$ cat src/decode_pkg.sv
package decode_pkg;

   localparam int xlen   = 64;
   localparam int lg_prf = 6;

   localparam logic [1:0] priv_user    = 2'd0;
   localparam logic [1:0] priv_super   = 2'd1;
   localparam logic [1:0] priv_machine = 2'd3;

   localparam logic [6:0] opc_load   = 7'h03;
   localparam logic [6:0] opc_op_imm = 7'h13;
   localparam logic [6:0] opc_auipc  = 7'h17;
   localparam logic [6:0] opc_store  = 7'h23;
   localparam logic [6:0] opc_op     = 7'h33;
   localparam logic [6:0] opc_lui    = 7'h37;
   localparam logic [6:0] opc_branch = 7'h63;
   localparam logic [6:0] opc_jalr   = 7'h67;
   localparam logic [6:0] opc_jal    = 7'h6f;
   localparam logic [6:0] opc_system = 7'h73;

   localparam logic [4:0] link_reg_a = 5'd1; // ra
   localparam logic [4:0] link_reg_b = 5'd5; // t0, alternate link

   typedef enum logic [6:0] {
      op_lb, op_lh, op_lw, op_ld, op_lbu, op_lhu, op_lwu,
      op_sb, op_sh, op_sw, op_sd,
      op_addi, op_slli, op_slti, op_sltiu, op_xori, op_srli, op_srai, op_ori, op_andi,
      op_add, op_sub, op_sll, op_slt, op_sltu, op_xor, op_srl, op_sra, op_or, op_and,
      op_mul, op_mulh, op_mulhsu, op_mulhu, op_div, op_divu, op_rem, op_remu,
      op_lui, op_auipc,
      op_beq, op_bne, op_blt, op_bge, op_bltu, op_bgeu,
      op_j, op_jal, op_jalr, op_jr, op_ret,
      op_ecall, op_ebreak, op_sret, op_mret,
      op_csrrw, op_csrrs, op_csrrc, op_csrrwi, op_csrrsi, op_csrrci,
      op_nop, op_ii, op_fetch_pf, op_irq
   } uop_op_t;

   typedef enum logic [5:0] {
      csr_sstatus, csr_sie, csr_stvec, csr_scounteren, csr_sscratch,
      csr_sepc, csr_scause, csr_stval, csr_sip, csr_satp,
      csr_mstatus, csr_misa, csr_medeleg, csr_mideleg, csr_mie, csr_mtvec,
      csr_mcounteren, csr_mscratch, csr_mepc, csr_mcause, csr_mtval, csr_mip,
      csr_mvendorid, csr_marchid, csr_mimpid, csr_mhartid,
      bad_csr = 6'h3f
   } csr_t;

   typedef struct packed {
      logic [6:0] funct7;
      logic [4:0] rs2;
      logic [4:0] rs1;
      logic [2:0] funct3;
      logic [4:0] rd;
      logic [6:0] opcode;
   } insn_r_t;

   typedef struct packed {
      logic [11:0] imm12;
      logic [4:0]  rs1;
      logic [2:0]  funct3;
      logic [4:0]  rd;
      logic [6:0]  opcode;
   } insn_i_t;

   typedef struct packed {
      logic [11:0] csr;
      logic [4:0]  uimm; // rs1 for register forms
      logic [2:0]  funct3;
      logic [4:0]  rd;
      logic [6:0]  opcode;
   } insn_csr_t;

   typedef union packed {
      insn_r_t   r;
      insn_i_t   i;
      insn_csr_t c;
   } insn_u;

   typedef struct packed {
      insn_u            insn;
      logic [xlen-1:0]  pc;
      logic [1:0]       priv;
      logic             page_fault;
      logic             irq;
   } fetch_t;

   typedef struct packed {
      uop_op_t           op;
      logic [lg_prf-1:0] src_a;
      logic              src_a_valid;
      logic [lg_prf-1:0] src_b;
      logic              src_b_valid;
      logic [lg_prf-1:0] dst;
      logic              dst_valid;
      logic [15:0]       imm16; // uimm and csr id
      logic [xlen-1:0]   rvimm;
      logic [xlen-1:0]   pc;
      logic              is_mem;
      logic              is_store;
      logic              is_int;
      logic              is_cheap_int;
      logic              is_br;
      logic              serializing;
      logic              must_restart;
   } uop_t;

   function automatic logic [lg_prf-1:0] reg_ext(logic [4:0] r);
      return {{(lg_prf-5){1'b0}}, r};
   endfunction

   // illegal op, nothing valid, pc carried along
   function automatic uop_t uop_init(fetch_t f);
      uop_t u;
      u = '0;
      u.op = op_ii;
      u.pc = f.pc;
      return u;
   endfunction

endpackage

$ cat src/csr_map.sv
module csr_map (
   input  logic [11:0]       csr_addr,
   input  logic [1:0]        priv,
   output decode_pkg::csr_t  csr_id
);

   decode_pkg::csr_t id;
   logic [1:0]       min_priv;

   always_comb
   begin
      case (csr_addr)
         12'h100: id = decode_pkg::csr_sstatus;
         12'h104: id = decode_pkg::csr_sie;
         12'h105: id = decode_pkg::csr_stvec;
         12'h106: id = decode_pkg::csr_scounteren;
         12'h140: id = decode_pkg::csr_sscratch;
         12'h141: id = decode_pkg::csr_sepc;
         12'h142: id = decode_pkg::csr_scause;
         12'h143: id = decode_pkg::csr_stval;
         12'h144: id = decode_pkg::csr_sip;
         12'h180: id = decode_pkg::csr_satp;
         12'h300: id = decode_pkg::csr_mstatus;
         12'h301: id = decode_pkg::csr_misa;
         12'h302: id = decode_pkg::csr_medeleg;
         12'h303: id = decode_pkg::csr_mideleg;
         12'h304: id = decode_pkg::csr_mie;
         12'h305: id = decode_pkg::csr_mtvec;
         12'h306: id = decode_pkg::csr_mcounteren;
         12'h340: id = decode_pkg::csr_mscratch;
         12'h341: id = decode_pkg::csr_mepc;
         12'h342: id = decode_pkg::csr_mcause;
         12'h343: id = decode_pkg::csr_mtval;
         12'h344: id = decode_pkg::csr_mip;
         12'hf11: id = decode_pkg::csr_mvendorid;
         12'hf12: id = decode_pkg::csr_marchid;
         12'hf13: id = decode_pkg::csr_mimpid;
         12'hf14: id = decode_pkg::csr_mhartid;
         default: id = decode_pkg::bad_csr;
      endcase
   end

   // addr bits 9:8 give the lowest privilege allowed
   assign min_priv = (csr_addr[9:8] == 2'b01) ? decode_pkg::priv_super
                                              : decode_pkg::priv_machine;

   assign csr_id = (priv < min_priv) ? decode_pkg::bad_csr : id;

endmodule

$ cat src/imm_gen.sv
module imm_gen (
   input  decode_pkg::insn_u               insn,
   input  logic [decode_pkg::xlen-1:0]     pc,
   output logic [decode_pkg::xlen-1:0]     imm_i,
   output logic [decode_pkg::xlen-1:0]     imm_s,
   output logic [decode_pkg::xlen-1:0]     imm_u,
   output logic [decode_pkg::xlen-1:0]     pc_target
);

   localparam int xl = decode_pkg::xlen;

   logic [xl-1:0] imm_b;
   logic [xl-1:0] imm_j;
   logic [xl-1:0] pc_off;

   assign imm_i = {{(xl-12){insn.i.imm12[11]}}, insn.i.imm12};
   assign imm_s = {{(xl-12){insn.r.funct7[6]}}, insn.r.funct7, insn.r.rd};
   assign imm_u = {{(xl-32){insn[31]}}, insn[31:12], 12'd0};

   // scrambled b and j fields
   assign imm_b = {{(xl-12){insn[31]}}, insn[7], insn[30:25], insn[11:8], 1'b0};
   assign imm_j = {{(xl-20){insn[31]}}, insn[19:12], insn[20], insn[30:21], 1'b0};

   always_comb
   begin
      case (insn.r.opcode)
         decode_pkg::opc_auipc:
         begin
            pc_off = imm_u;
         end
         decode_pkg::opc_branch:
         begin
            pc_off = imm_b;
         end
         decode_pkg::opc_jal:
         begin
            pc_off = imm_j;
         end
         default:
         begin
            pc_off = '0;
         end
      endcase
   end

   assign pc_target = pc + pc_off;

endmodule

$ cat src/int_decode.sv
module int_decode (
   input  decode_pkg::fetch_t              fetch,
   input  logic [decode_pkg::xlen-1:0]     imm_i,
   input  logic [decode_pkg::xlen-1:0]     imm_s,
   input  logic [decode_pkg::xlen-1:0]     imm_u,
   input  logic [decode_pkg::xlen-1:0]     pc_target,
   output decode_pkg::uop_t                uop
);

   decode_pkg::insn_r_t r;
   logic                rd_zero;
   logic                rs1_link;
   logic                alu;

   assign r        = fetch.insn.r;
   assign rd_zero  = (r.rd == 5'd0);
   assign rs1_link = (r.rs1 == decode_pkg::link_reg_a) || (r.rs1 == decode_pkg::link_reg_b);

   always_comb
   begin
      uop = decode_pkg::uop_init(fetch);
      alu = 1'b0;
      uop.dst   = decode_pkg::reg_ext(r.rd);
      uop.src_a = decode_pkg::reg_ext(r.rs1);
      uop.src_b = decode_pkg::reg_ext(r.rs2);
      case (r.opcode)
         decode_pkg::opc_load:
         begin
            uop.dst_valid = !rd_zero;
            uop.src_a_valid = 1'b1;
            uop.is_mem = 1'b1;
            uop.rvimm = imm_i;
            case (r.funct3)
               3'd0: uop.op = decode_pkg::op_lb;
               3'd1: uop.op = decode_pkg::op_lh;
               3'd2: uop.op = decode_pkg::op_lw;
               3'd3: uop.op = decode_pkg::op_ld;
               3'd4: uop.op = decode_pkg::op_lbu;
               3'd5: uop.op = decode_pkg::op_lhu;
               3'd6: uop.op = decode_pkg::op_lwu;
               default: uop.op = decode_pkg::op_ii;
            endcase
         end
         decode_pkg::opc_store:
         begin
            uop.src_a_valid = 1'b1;
            uop.src_b_valid = 1'b1;
            uop.is_mem = 1'b1;
            uop.is_store = 1'b1;
            uop.rvimm = imm_s;
            case (r.funct3)
               3'd0: uop.op = decode_pkg::op_sb;
               3'd1: uop.op = decode_pkg::op_sh;
               3'd2: uop.op = decode_pkg::op_sw;
               3'd3: uop.op = decode_pkg::op_sd;
               default: uop.op = decode_pkg::op_ii;
            endcase
         end
         decode_pkg::opc_op_imm:
         begin
            alu = 1'b1;
            uop.src_a_valid = !rd_zero;
            uop.is_cheap_int = 1'b1; // single source
            uop.rvimm = imm_i;
            case (r.funct3)
               3'd0: uop.op = decode_pkg::op_addi;
               3'd1: uop.op = (r.funct7[6:1] == 6'h00) ? decode_pkg::op_slli : decode_pkg::op_ii;
               3'd2: uop.op = decode_pkg::op_slti;
               3'd3: uop.op = decode_pkg::op_sltiu;
               3'd4: uop.op = decode_pkg::op_xori;
               3'd5:
               begin
                  if (r.funct7[6:1] == 6'h00)
                     uop.op = decode_pkg::op_srli;
                  else if (r.funct7[6:1] == 6'h10)
                     uop.op = decode_pkg::op_srai;
               end
               3'd6: uop.op = decode_pkg::op_ori;
               default: uop.op = decode_pkg::op_andi;
            endcase
         end
         decode_pkg::opc_op:
         begin
            alu = 1'b1;
            uop.src_a_valid = 1'b1;
            uop.src_b_valid = 1'b1;
            case ({r.funct7, r.funct3})
               {7'h00, 3'd0}: uop.op = decode_pkg::op_add;
               {7'h20, 3'd0}: uop.op = decode_pkg::op_sub;
               {7'h00, 3'd1}: uop.op = decode_pkg::op_sll;
               {7'h00, 3'd2}: uop.op = decode_pkg::op_slt;
               {7'h00, 3'd3}: uop.op = decode_pkg::op_sltu;
               {7'h00, 3'd4}: uop.op = decode_pkg::op_xor;
               {7'h00, 3'd5}: uop.op = decode_pkg::op_srl;
               {7'h20, 3'd5}: uop.op = decode_pkg::op_sra;
               {7'h00, 3'd6}: uop.op = decode_pkg::op_or;
               {7'h00, 3'd7}: uop.op = decode_pkg::op_and;
               {7'h01, 3'd0}: uop.op = decode_pkg::op_mul;
               {7'h01, 3'd1}: uop.op = decode_pkg::op_mulh;
               {7'h01, 3'd2}: uop.op = decode_pkg::op_mulhsu;
               {7'h01, 3'd3}: uop.op = decode_pkg::op_mulhu;
               {7'h01, 3'd4}: uop.op = decode_pkg::op_div;
               {7'h01, 3'd5}: uop.op = decode_pkg::op_divu;
               {7'h01, 3'd6}: uop.op = decode_pkg::op_rem;
               {7'h01, 3'd7}: uop.op = decode_pkg::op_remu;
               default: uop.op = decode_pkg::op_ii;
            endcase
         end
         decode_pkg::opc_lui, decode_pkg::opc_auipc:
         begin
            alu = 1'b1;
            uop.is_cheap_int = 1'b1;
            uop.op = (r.opcode == decode_pkg::opc_lui) ? decode_pkg::op_lui : decode_pkg::op_auipc;
            uop.rvimm = (r.opcode == decode_pkg::opc_lui) ? imm_u : pc_target;
         end
         decode_pkg::opc_branch:
         begin
            uop.src_a_valid = 1'b1;
            uop.src_b_valid = 1'b1;
            uop.is_int = 1'b1;
            uop.is_br = 1'b1;
            uop.rvimm = pc_target;
            case (r.funct3)
               3'd0: uop.op = decode_pkg::op_beq;
               3'd1: uop.op = decode_pkg::op_bne;
               3'd4: uop.op = decode_pkg::op_blt;
               3'd5: uop.op = decode_pkg::op_bge;
               3'd6: uop.op = decode_pkg::op_bltu;
               3'd7: uop.op = decode_pkg::op_bgeu;
               default: uop.op = decode_pkg::op_ii;
            endcase
         end
         decode_pkg::opc_jalr:
         begin
            uop.src_a_valid = 1'b1;
            uop.dst_valid = !rd_zero;
            uop.is_int = 1'b1;
            uop.is_br = 1'b1;
            uop.is_cheap_int = 1'b1;
            uop.rvimm = imm_i;
            if (r.funct3 != 3'd0)
               uop.op = decode_pkg::op_ii;
            else if (!rd_zero)
               uop.op = decode_pkg::op_jalr;
            else
               uop.op = rs1_link ? decode_pkg::op_ret : decode_pkg::op_jr; // no link written
         end
         decode_pkg::opc_jal:
         begin
            uop.dst_valid = !rd_zero;
            uop.is_int = 1'b1;
            uop.is_br = 1'b1;
            uop.is_cheap_int = !rd_zero;
            uop.rvimm = pc_target;
            uop.op = rd_zero ? decode_pkg::op_j : decode_pkg::op_jal;
         end
         default:
         begin
            uop.op = decode_pkg::op_ii;
         end
      endcase
      if (alu)
      begin
         uop.is_int = 1'b1;
         uop.dst_valid = !rd_zero;
         if (rd_zero && uop.op != decode_pkg::op_ii)
            uop.op = decode_pkg::op_nop; // result to x0 is dropped
      end
   end

endmodule

$ cat src/sys_decode.sv
module sys_decode (
   input  decode_pkg::fetch_t  fetch,
   output decode_pkg::uop_t    uop,
   output logic                sys_hit
);

   decode_pkg::insn_csr_t c;
   decode_pkg::csr_t      csr_id;
   logic                  no_regs;

   assign c       = fetch.insn.c;
   assign sys_hit = (c.opcode == decode_pkg::opc_system);
   assign no_regs = ({c.uimm, c.funct3, c.rd} == 13'd0);

   csr_map u_csr_map (
      .csr_addr (c.csr),
      .priv     (fetch.priv),
      .csr_id   (csr_id)
   );

   always_comb
   begin
      uop = decode_pkg::uop_init(fetch);
      uop.is_int = 1'b1;
      if (no_regs && (c.csr == 12'h000 || c.csr == 12'h001))
      begin
         uop.op = (c.csr[0]) ? decode_pkg::op_ebreak : decode_pkg::op_ecall;
         uop.serializing = 1'b1;
         uop.must_restart = 1'b1;
      end
      else if (no_regs && c.csr == 12'h102)
      begin
         if (fetch.priv != decode_pkg::priv_user)
         begin
            uop.op = decode_pkg::op_sret;
            uop.serializing = 1'b1;
            uop.must_restart = 1'b1;
            uop.imm16 = {10'd0, decode_pkg::csr_mstatus};
         end
      end
      else if (no_regs && c.csr == 12'h105)
      begin
         uop.op = decode_pkg::op_nop; // wfi
      end
      else if (no_regs && c.csr == 12'h302)
      begin
         if (fetch.priv == decode_pkg::priv_machine)
         begin
            uop.op = decode_pkg::op_mret;
            uop.serializing = 1'b1;
            uop.must_restart = 1'b1;
            uop.imm16 = {10'd0, decode_pkg::csr_mstatus};
         end
      end
      else if (c.funct3[1:0] != 2'b00 && csr_id != decode_pkg::bad_csr)
      begin
         uop.imm16 = {5'd0, c.uimm, csr_id};
         uop.dst = decode_pkg::reg_ext(c.rd);
         uop.dst_valid = (c.rd != 5'd0);
         uop.src_a = decode_pkg::reg_ext(c.uimm);
         uop.src_a_valid = !c.funct3[2]; // immediate forms read no register
         uop.serializing = 1'b1;
         uop.must_restart = 1'b1;
         case (c.funct3)
            3'd1: uop.op = decode_pkg::op_csrrw;
            3'd2: uop.op = decode_pkg::op_csrrs;
            3'd3: uop.op = decode_pkg::op_csrrc;
            3'd5: uop.op = decode_pkg::op_csrrwi;
            3'd6: uop.op = decode_pkg::op_csrrsi;
            default: uop.op = decode_pkg::op_csrrci;
         endcase
      end
   end

endmodule

$ cat src/decode_stage.sv
module decode_stage (
   input  logic                clk,
   input  logic                arst_n,
   input  logic                in_valid,
   output logic                in_ready,
   input  decode_pkg::fetch_t  fetch,
   output logic                out_valid,
   input  logic                out_ready,
   output decode_pkg::uop_t    uop
);

   logic [decode_pkg::xlen-1:0] imm_i;
   logic [decode_pkg::xlen-1:0] imm_s;
   logic [decode_pkg::xlen-1:0] imm_u;
   logic [decode_pkg::xlen-1:0] pc_target;
   decode_pkg::uop_t            int_uop;
   decode_pkg::uop_t            sys_uop;
   decode_pkg::uop_t            next_uop;
   logic                        sys_hit;

   imm_gen u_imm_gen (
      .insn      (fetch.insn),
      .pc        (fetch.pc),
      .imm_i     (imm_i),
      .imm_s     (imm_s),
      .imm_u     (imm_u),
      .pc_target (pc_target)
   );

   int_decode u_int_decode (
      .fetch     (fetch),
      .imm_i     (imm_i),
      .imm_s     (imm_s),
      .imm_u     (imm_u),
      .pc_target (pc_target),
      .uop       (int_uop)
   );

   sys_decode u_sys_decode (
      .fetch     (fetch),
      .uop       (sys_uop),
      .sys_hit   (sys_hit)
   );

   always_comb
   begin
      next_uop = sys_hit ? sys_uop : int_uop;
      if (fetch.page_fault || fetch.irq)
      begin
         next_uop = decode_pkg::uop_init(fetch); // drop all decode results
         next_uop.op = fetch.page_fault ? decode_pkg::op_fetch_pf : decode_pkg::op_irq;
      end
   end

   assign in_ready = !out_valid || out_ready;

   always_ff @(posedge clk or negedge arst_n)
   begin
      if (!arst_n)
         out_valid <= 1'b0;
      else if (in_ready)
         out_valid <= in_valid;
   end

   always_ff @(posedge clk)
   begin
      if (in_valid && in_ready)
         uop <= next_uop;
   end

endmodule

$ cat config.mk
export PLATFORM = sky130hd
export DESIGN_NAME = decode_stage
export DESIGN_NICKNAME = d
export VERILOG_FILES = /design/src/decode_pkg.sv /design/src/csr_map.sv /design/src/imm_gen.sv /design/src/int_decode.sv /design/src/sys_decode.sv /design/src/decode_stage.sv
export SDC_FILE = /design/constraint.sdc
export NUM_CORES = 1
export LEC_CHECK = 0
export BUFFER_PORTS_ARGS = -buffer_cell sky130_fd_sc_hd__buf_2
export CORE_MARGIN = 2
export CORE_UTILIZATION = 55
export CTS_CLUSTER_DIAMETER = 80
export DETAILED_ROUTE_END_ITERATION = 10
export PLACE_DENSITY = 0.82
export SYNTH_ARGS = -nofsm -noshare
export SYNTH_HDL_FRONTEND = slang
export SYNTH_SLANG_ARGS = --single-unit
$ cat constraint.sdc
create_clock -name clk -period 6.4 [get_ports clk]
set_clock_uncertainty 0.2 [all_clocks]
set_input_delay 0.64 -clock clk [delete_from_list [all_inputs] [get_ports clk]]
set_output_delay 0.64 -clock clk [all_outputs]
set_load 0.005 [all_outputs]
==> impl_metrics.csv, run 1 <==
group,metric,value,unit
global_route,use_met3,0.06317,
floorplanning,ios,285,
critical_path,path_delay_family,"simple AND/OR/NAND/NOR gates",
sta,slew_headroom,0.3471,
job,timing.max_cap.violations,0,
sta,tightestPinTransition,0.9765,ns
critical_path,criticalPathCategory,"input pin to register",
floorplanning,num_rows,54,
critical_path,crit_start,"fetch[73]",
hold_path,hold_class,"input pin to register",
floorplanning,die-area,23020,um^2
logic_synthesis,synthesis.area,12000,um^2
sta,rsz0062_at_grt,"false",
global_route,grt_start_max_net_pins,171,
finish,final_cell_area,14060,um^2
floorplanning,die_w,151.7,um
global_route,antenna_found_initial,0,
global_route,grt_pass1_wl,58310,um
logic_synthesis,synth_edf_count,170,
finish,final_cell_mix,"276 x buf_2, 170 x edfxtp_1, 124 x nor2_1",
global_route,use_met1,0.4781,
critical_path,cpMaxStageDelayCell,"or4_1",
logic_synthesis,netlist_instances,1291,
clock_tree,cts.sinks,171,
routing,routed_via_density,6.527,
hold_path,worstHoldStart,"fetch[14]",
run_status,status,"completed",
routing,remaining_drc_errors,0,
placement,globalplace.congestion,0.9839,
placement,place_area,13470,um^2
clock_tree,cts_tree,"built",
critical_path,r2r-start,"out_valid$_DFFE_PN0N_",
routing,drtPass1Iterations,6,
global_route,grt_util_met2,0.5117,
global_route,grt_busiest_layer,"met2",
logic_synthesis,yosysWarnings,0,
floorplanning,initial_utilization,0.5552,
power,p_leak,5.603,nW
critical_path,path_max_fanout,17,
logic_synthesis,synth-seq-cells,171,
clock_tree,cts_buffer_depth,2,
critical_path,crit_path_start_kind,"input pin",
floorplanning,core,21620,um^2
clock_tree,clkTransAtPathRegs,0.07,ns
logic_synthesis,ys_types,90,
finish,register_area,5130,um^2
logic_synthesis,syn_avg_cell_area,9.298,um^2
finish,multi_input_area,6362,um^2
sta,fmax,0.1832,GHz
sta,period_minus_slack,5.458,ns
sta,setup_tns,0,ns
sta,timing.final.crit_share,0.8528,
critical_path,critical_path_required,6.37,ns
global_route,grt_overflow_total,0,
critical_path,crit_chain,"buf_2 -> nand2_1 -> nor4_1 -> buf_4 -> and2_1 -> a21o_1 -> ha_1 -> a21oi_1 -> o21ai_0 -> or4_1 -> o21ai_2 -> nand2_1 -> o22ai_1 -> and3b_1 -> a21oi_1 -> nand3_1",
finish,drive_gt1_frac,0.2411,
clock_tree,cts_max_level,4,
routing,drtIter0Drc,1547,
routing,dr_total_vias,11768,
sta,finalHoldViolations,0,
clock_tree,root_buffer,"clkbuf_16",
clock_tree,insertion_delay,0.44,ns
critical_path,worst_path_largest_cell_delay,0.58,ns
finish,area_growth,17.16,%
routing,wirelength,39190,um
finish,final_common_cell,"buf_2",
finish,n_fill_cell,1821,
floorplanning,die_h,151.7,um
placement,place_hpwl,28880,um
sta,finalSetupViolations,0,
global_route,grt_pass1_vias,10405,
critical_path,arrival,5.42,ns
clock_tree,numCtsBuffers,17,
routing,wl_per_cell,21.73,um
clock_tree,cts_setup_buffers,0,
critical_path,setup.worst_path.end_class,"register",
routing,antenna_left,0,
global_route,gr-usage-all-layers,0.3328,
logic_synthesis,yosysSeqAreaShare,0.4274,
finish,nNetsFinal,1651,
critical_path,cp_num_buf_inv,2,
logic_synthesis,synth_flop_cell,"edfxtp_1",
sta,slew_viol_final,0,
placement,port_buffers,276,
power,peakVddDrop,0.1740,mV
logic_synthesis,async_flop_share,0.005848,
power,p_per_area,195.2,nW/um^2
==> state kept, by name, indices dropped and copies added (netlist names) <==
name,flops
out_valid,1
uop,170
==> Yosys cell counts (all sizes together), types with 6 or more instances <==
library cell | n | share of area
nand4 | 34 | 0.018
or3 | 14 | 0.0073
o21bai | 10 | 0.0063
o31ai | 12 | 0.0088
o21ai | 87 | 0.038
o211ai | 10 | 0.0063
o21a | 7 | 0.0044
clkbuf | 80 | 0.025
or2 | 8 | 0.0042
and3 | 20 | 0.010
nor4 | 24 | 0.013
xor2 | 28 | 0.020
nor4b | 8 | 0.0058
ha | 37 | 0.039
inv | 16 | 0.0050
edfxtp | 170 | 0.43
o22ai | 8 | 0.0042
a22oi | 10 | 0.0063
nor2b | 7 | 0.0036
a22o | 6 | 0.0044
a21oi | 88 | 0.037
and2 | 34 | 0.018
nand2 | 108 | 0.034
buf | 28 | 0.015
a31oi | 15 | 0.0078
mux2i | 7 | 0.0058
nand3 | 27 | 0.011
xnor2 | 50 | 0.036
nor3 | 41 | 0.018
a211oi | 10 | 0.0063
or4 | 8 | 0.0050
nand2b | 15 | 0.0078
nor2 | 125 | 0.039
a221oi | 20 | 0.015
a21o | 28 | 0.018
==> cell type report <==
cell class / instances / share of cell area
multi-input combinational: 1002 / 0.4524
sequential: 171 / 0.3648
timing repair buffer: 299 / 0.1116
clock buffer: 17 / 0.03025
tap: 280 / 0.02491
clock inverter: 15 / 0.01103
inverter: 18 / 0.004893
antenna: 1 / 0.0001779
==> cell families after synthesis <==
group / share of synthesized area
and+or+nand+nor: 0.2149
AOI/OAI and AO/OA: 0.2074
DFF: 0.4274
buffers and inverters: 0.04607
xor gates and xnor gates: 0.05691
adders and majority gates: 0.04023
muxes: 0.006775
other: 0.0003124
==> timing repair <==
item                      in CTS  in global routing
hold buffers                   1                  0
gates resized for setup        0                  0
hold endpoints to repair       1                  0
==> stage by stage <==
stage	utilization	worst slack, ns	instances	total power [W]	hold slack, ns
floorplan	-	0.9539	1299	0.001550	0.1444
global placement	0.6230	0.6839	1769	0.001705	0.2160
detailed placement	0.6230	0.6961	1769	0.001709	0.2165
CTS	0.6503	1.155	1802	0.002740	0.1848
global route	0.6503	0.6727	1802	0.002819	0.1845
finish	0.6505	0.9419	1803	0.002745	0.1864
==> report_power, final <==
part           leakage (nW)  total, W  internal, W  switching (W)
registers              1.68   0.00130      0.00129      0.0000123
clock network         0.277   0.00105     0.000551       0.000499
logic                  3.65  0.000393     0.000134       0.000258
total                  5.60   0.00274      0.00197       0.000770
==> routing by layer <==
| layer | up-vias | part of all wire |
|---|---|---|
| met3 | 102 | 0.11 |
| met1 | 5534 | 0.41 |
| met2 | 802 | 0.44 |
| met4 | 0 | 0.028 |
| li1 | 5330 | - |
| met5 | - | 0 |
==> path summary, 6_finish.rpt <==
check	end	slack, ns	cells after the start
min in group asynchronous	out_valid$_DFFE_PN0N_	0.30	2
max in group asynchronous	out_valid$_DFFE_PN0N_	5.62	2
setup reg to reg	uop[92]$_SDFFCE_PP0P_	4.40	3
hold / removal	uop[17]$_DFFE_PP_	0.19	1
setup / recovery	uop[134]$_SDFFCE_PP0P_	0.94	16
hold reg to reg	out_valid$_DFFE_PN0N_	0.39	2
No activity file was read; power rests on OpenSTA's default activity.
==> inputs of run 2 (changes only) <==
RECOVER_POWER = 50   (was default)
==> impl_metrics.csv, run 2 (synthesis results as in run 1) <==
group,metric,value,unit
global_route,grt_pass1_wl,58310,um
routing,dr_total_vias,11738,
clock_tree,cts_tree,"built",
routing,drtPass1Iterations,9,
critical_path,path_max_fanout,15,
finish,num_antenna_cells,0,
finish,final_cell_mix,"204 x clkbuf_1, 170 x edfxtp_1, 124 x nor2_1",
placement,globalplace.congestion,0.9839,
routing,drtIter0Drc,1626,
critical_path,r2r-start,"out_valid$_DFFE_PN0N_",
critical_path,cp_num_buf_inv,1,
floorplanning,ios,285,
sta,period_minus_slack,5.639,ns
floorplanning,core,21620,um^2
sta,slew_headroom,-1.754,
sta,slew_viol_final,171,
finish,drive_gt1_frac,0.1071,
clock_tree,root_buffer,"clkbuf_16",
global_route,gr-usage-all-layers,0.3328,
critical_path,r2r_end,"uop[105]$_SDFFCE_PP0P_",
routing,wirelength,39270,um
sta,fmax,0.1773,GHz
placement,place_hpwl,28880,um
critical_path,cpMaxStageDelayCell,"o311ai_0",
clock_tree,cts_max_level,4,
critical_path,crit_path_start_kind,"input pin",
critical_path,criticalPathCategory,"input pin to register",
critical_path,worst_path_largest_cell_delay,0.75,ns
finish,fin_util,0.6378,
critical_path,crit_chain,"clkbuf_1 -> nor4_1 -> and2_1 -> a22o_1 -> ha_1 -> fa_1 -> a211oi_1 -> nor2_1 -> o311ai_0 -> a21oi_1 -> o21ai_2 -> nand2_1 -> o22ai_1 -> and3b_1 -> a21oi_1 -> nand3_1",
finish,nNetsFinal,1651,
sta,finalSetupViolations,0,
run_status,status,"finished with violations",
floorplanning,initial_utilization,0.5552,
finish,largest-register,"uop",
sta,final.setup.worst_slack,0.7611,ns
placement,pre_cts_ws,0.6961,ns
finish,final_common_cell,"clkbuf_1",
power,power.total,0.002735,W
run_status,violations,"capacitance limit, slew limit",
clock_tree,clkTransAtPathRegs,0.07,ns
hold_path,worstHoldStart,"fetch[13]",
hold_path,min_to,"uop[16]$_DFFE_PP_",
sta,rsz0062_at_grt,"false",
critical_path,r2r.worst_path.cells,3,
job,timing.max_cap.violations,1,
hold_path,hold_class,"input pin to register",
critical_path,critical_path_required,6.35,ns
routing,remaining_drc_errors,0,
floorplanning,die_h,151.7,um
global_route,grt_pass1_vias,10405,
critical_path,crit_top_cell,"a21oi_1",
clock_tree,insertion_delay,0.44,ns
clock_tree,ctsResizeCount,0,
routing,antenna_left,0,
sta,finalHoldViolations,0,
routing,wl_per_cell,21.79,um
finish,top_regs,"uop x170, out_valid x1",
global_route,antenna_found_initial,0,
clock_tree,cts.sinks,171,
routing,routed_via_density,6.514,
hold_path,holdPathStages,1,
finish,area_growth,14.87,%
critical_path,path_delay_family,"compound AO/OA/AOI/OAI gates",
floorplanning,die-area,23020,um^2
power,p_leak,5.002,nW
placement,port_buffers,276,
critical_path,setup.worst_path.end_class,"register",
global_route,grt_overflow_total,0,
global_route,grt_start_max_net_pins,171,
finish,largest_reg_flops,170,
critical_path,arrival,5.59,ns
power,peakVddDrop,0.1708,mV
floorplanning,num_rows,54,
critical_path,r2r_slack,2.08,ns
sta,tightestPinTransition,4.131,ns
power,p_per_area,198.4,nW/um^2
sta,setup_tns,0,ns
clock_tree,numCtsBuffers,17,
floorplanning,die_w,151.7,um
sta,timing.final.crit_share,0.8811,
clock_tree,cts_buffer_depth,2,
-- run 2: cell type report --
type | instances | area (um^2)
Tap cell | 280 | 350.3
Clock buffer | 17 | 425.4
Inverter | 18 | 68.82
Multi-Input combinational cell | 1002 | 6361
Fill cell | 1934 | 7831
Clock inverter | 15 | 155.1
Sequential cell | 171 | 5130
Timing Repair Buffer | 299 | 1299
-- run 2: layer usage --
metal | global-route usage | vias to the layer above | share of wire
li1 | - | 5328 | -
met1 | 0.4781 | 5532 | 0.42
met2 | 0.5117 | 779 | 0.44
met3 | 0.06317 | 99 | 0.11
met4 | 0.1023 | 0 | 0.030
met5 | 0 | - | 0
-- run 2: repair_timing --
action	4_1_cts	5_1_grt
hold buffers	1	0
endpoints found under the hold margin	1	0
buffers inserted	0	0
-- run 2: worst max-delay path by stage --
stage          cells past startpoint                      to  slack, ns      start
2_1_floorplan                      2  uop[100]$_SDFFCE_PP0P_       0.95  out_ready
3_3_place_gp                      16  uop[126]$_SDFFCE_PP0P_       0.68  fetch[73]
3_5_place_dp                      16  uop[134]$_SDFFCE_PP0P_       0.70  fetch[73]
4_1_cts                           16  uop[134]$_SDFFCE_PP0P_       1.16  fetch[73]
5_1_grt                           16  uop[134]$_SDFFCE_PP0P_       0.54  fetch[70]
6_report                          16  uop[134]$_SDFFCE_PP0P_       0.76  fetch[70]
-- run 2: report_power, final --
part           total [W]  switching, W  internal (W)
logic           0.000374      0.000257      0.000116
clock network    0.00105      0.000498      0.000551
registers        0.00131     0.0000136       0.00130
-- run 2: through the flow --
stage	std cells	instance area (um^2)	hold slack, ns
CTS	1802	14060	0.1848
global placement	1769	13470	0.2160
finish	1802	13790	0.1924
global route	1802	13790	0.1845
floorplan	1299	12030	0.1444
detailed placement	1769	13470	0.2165
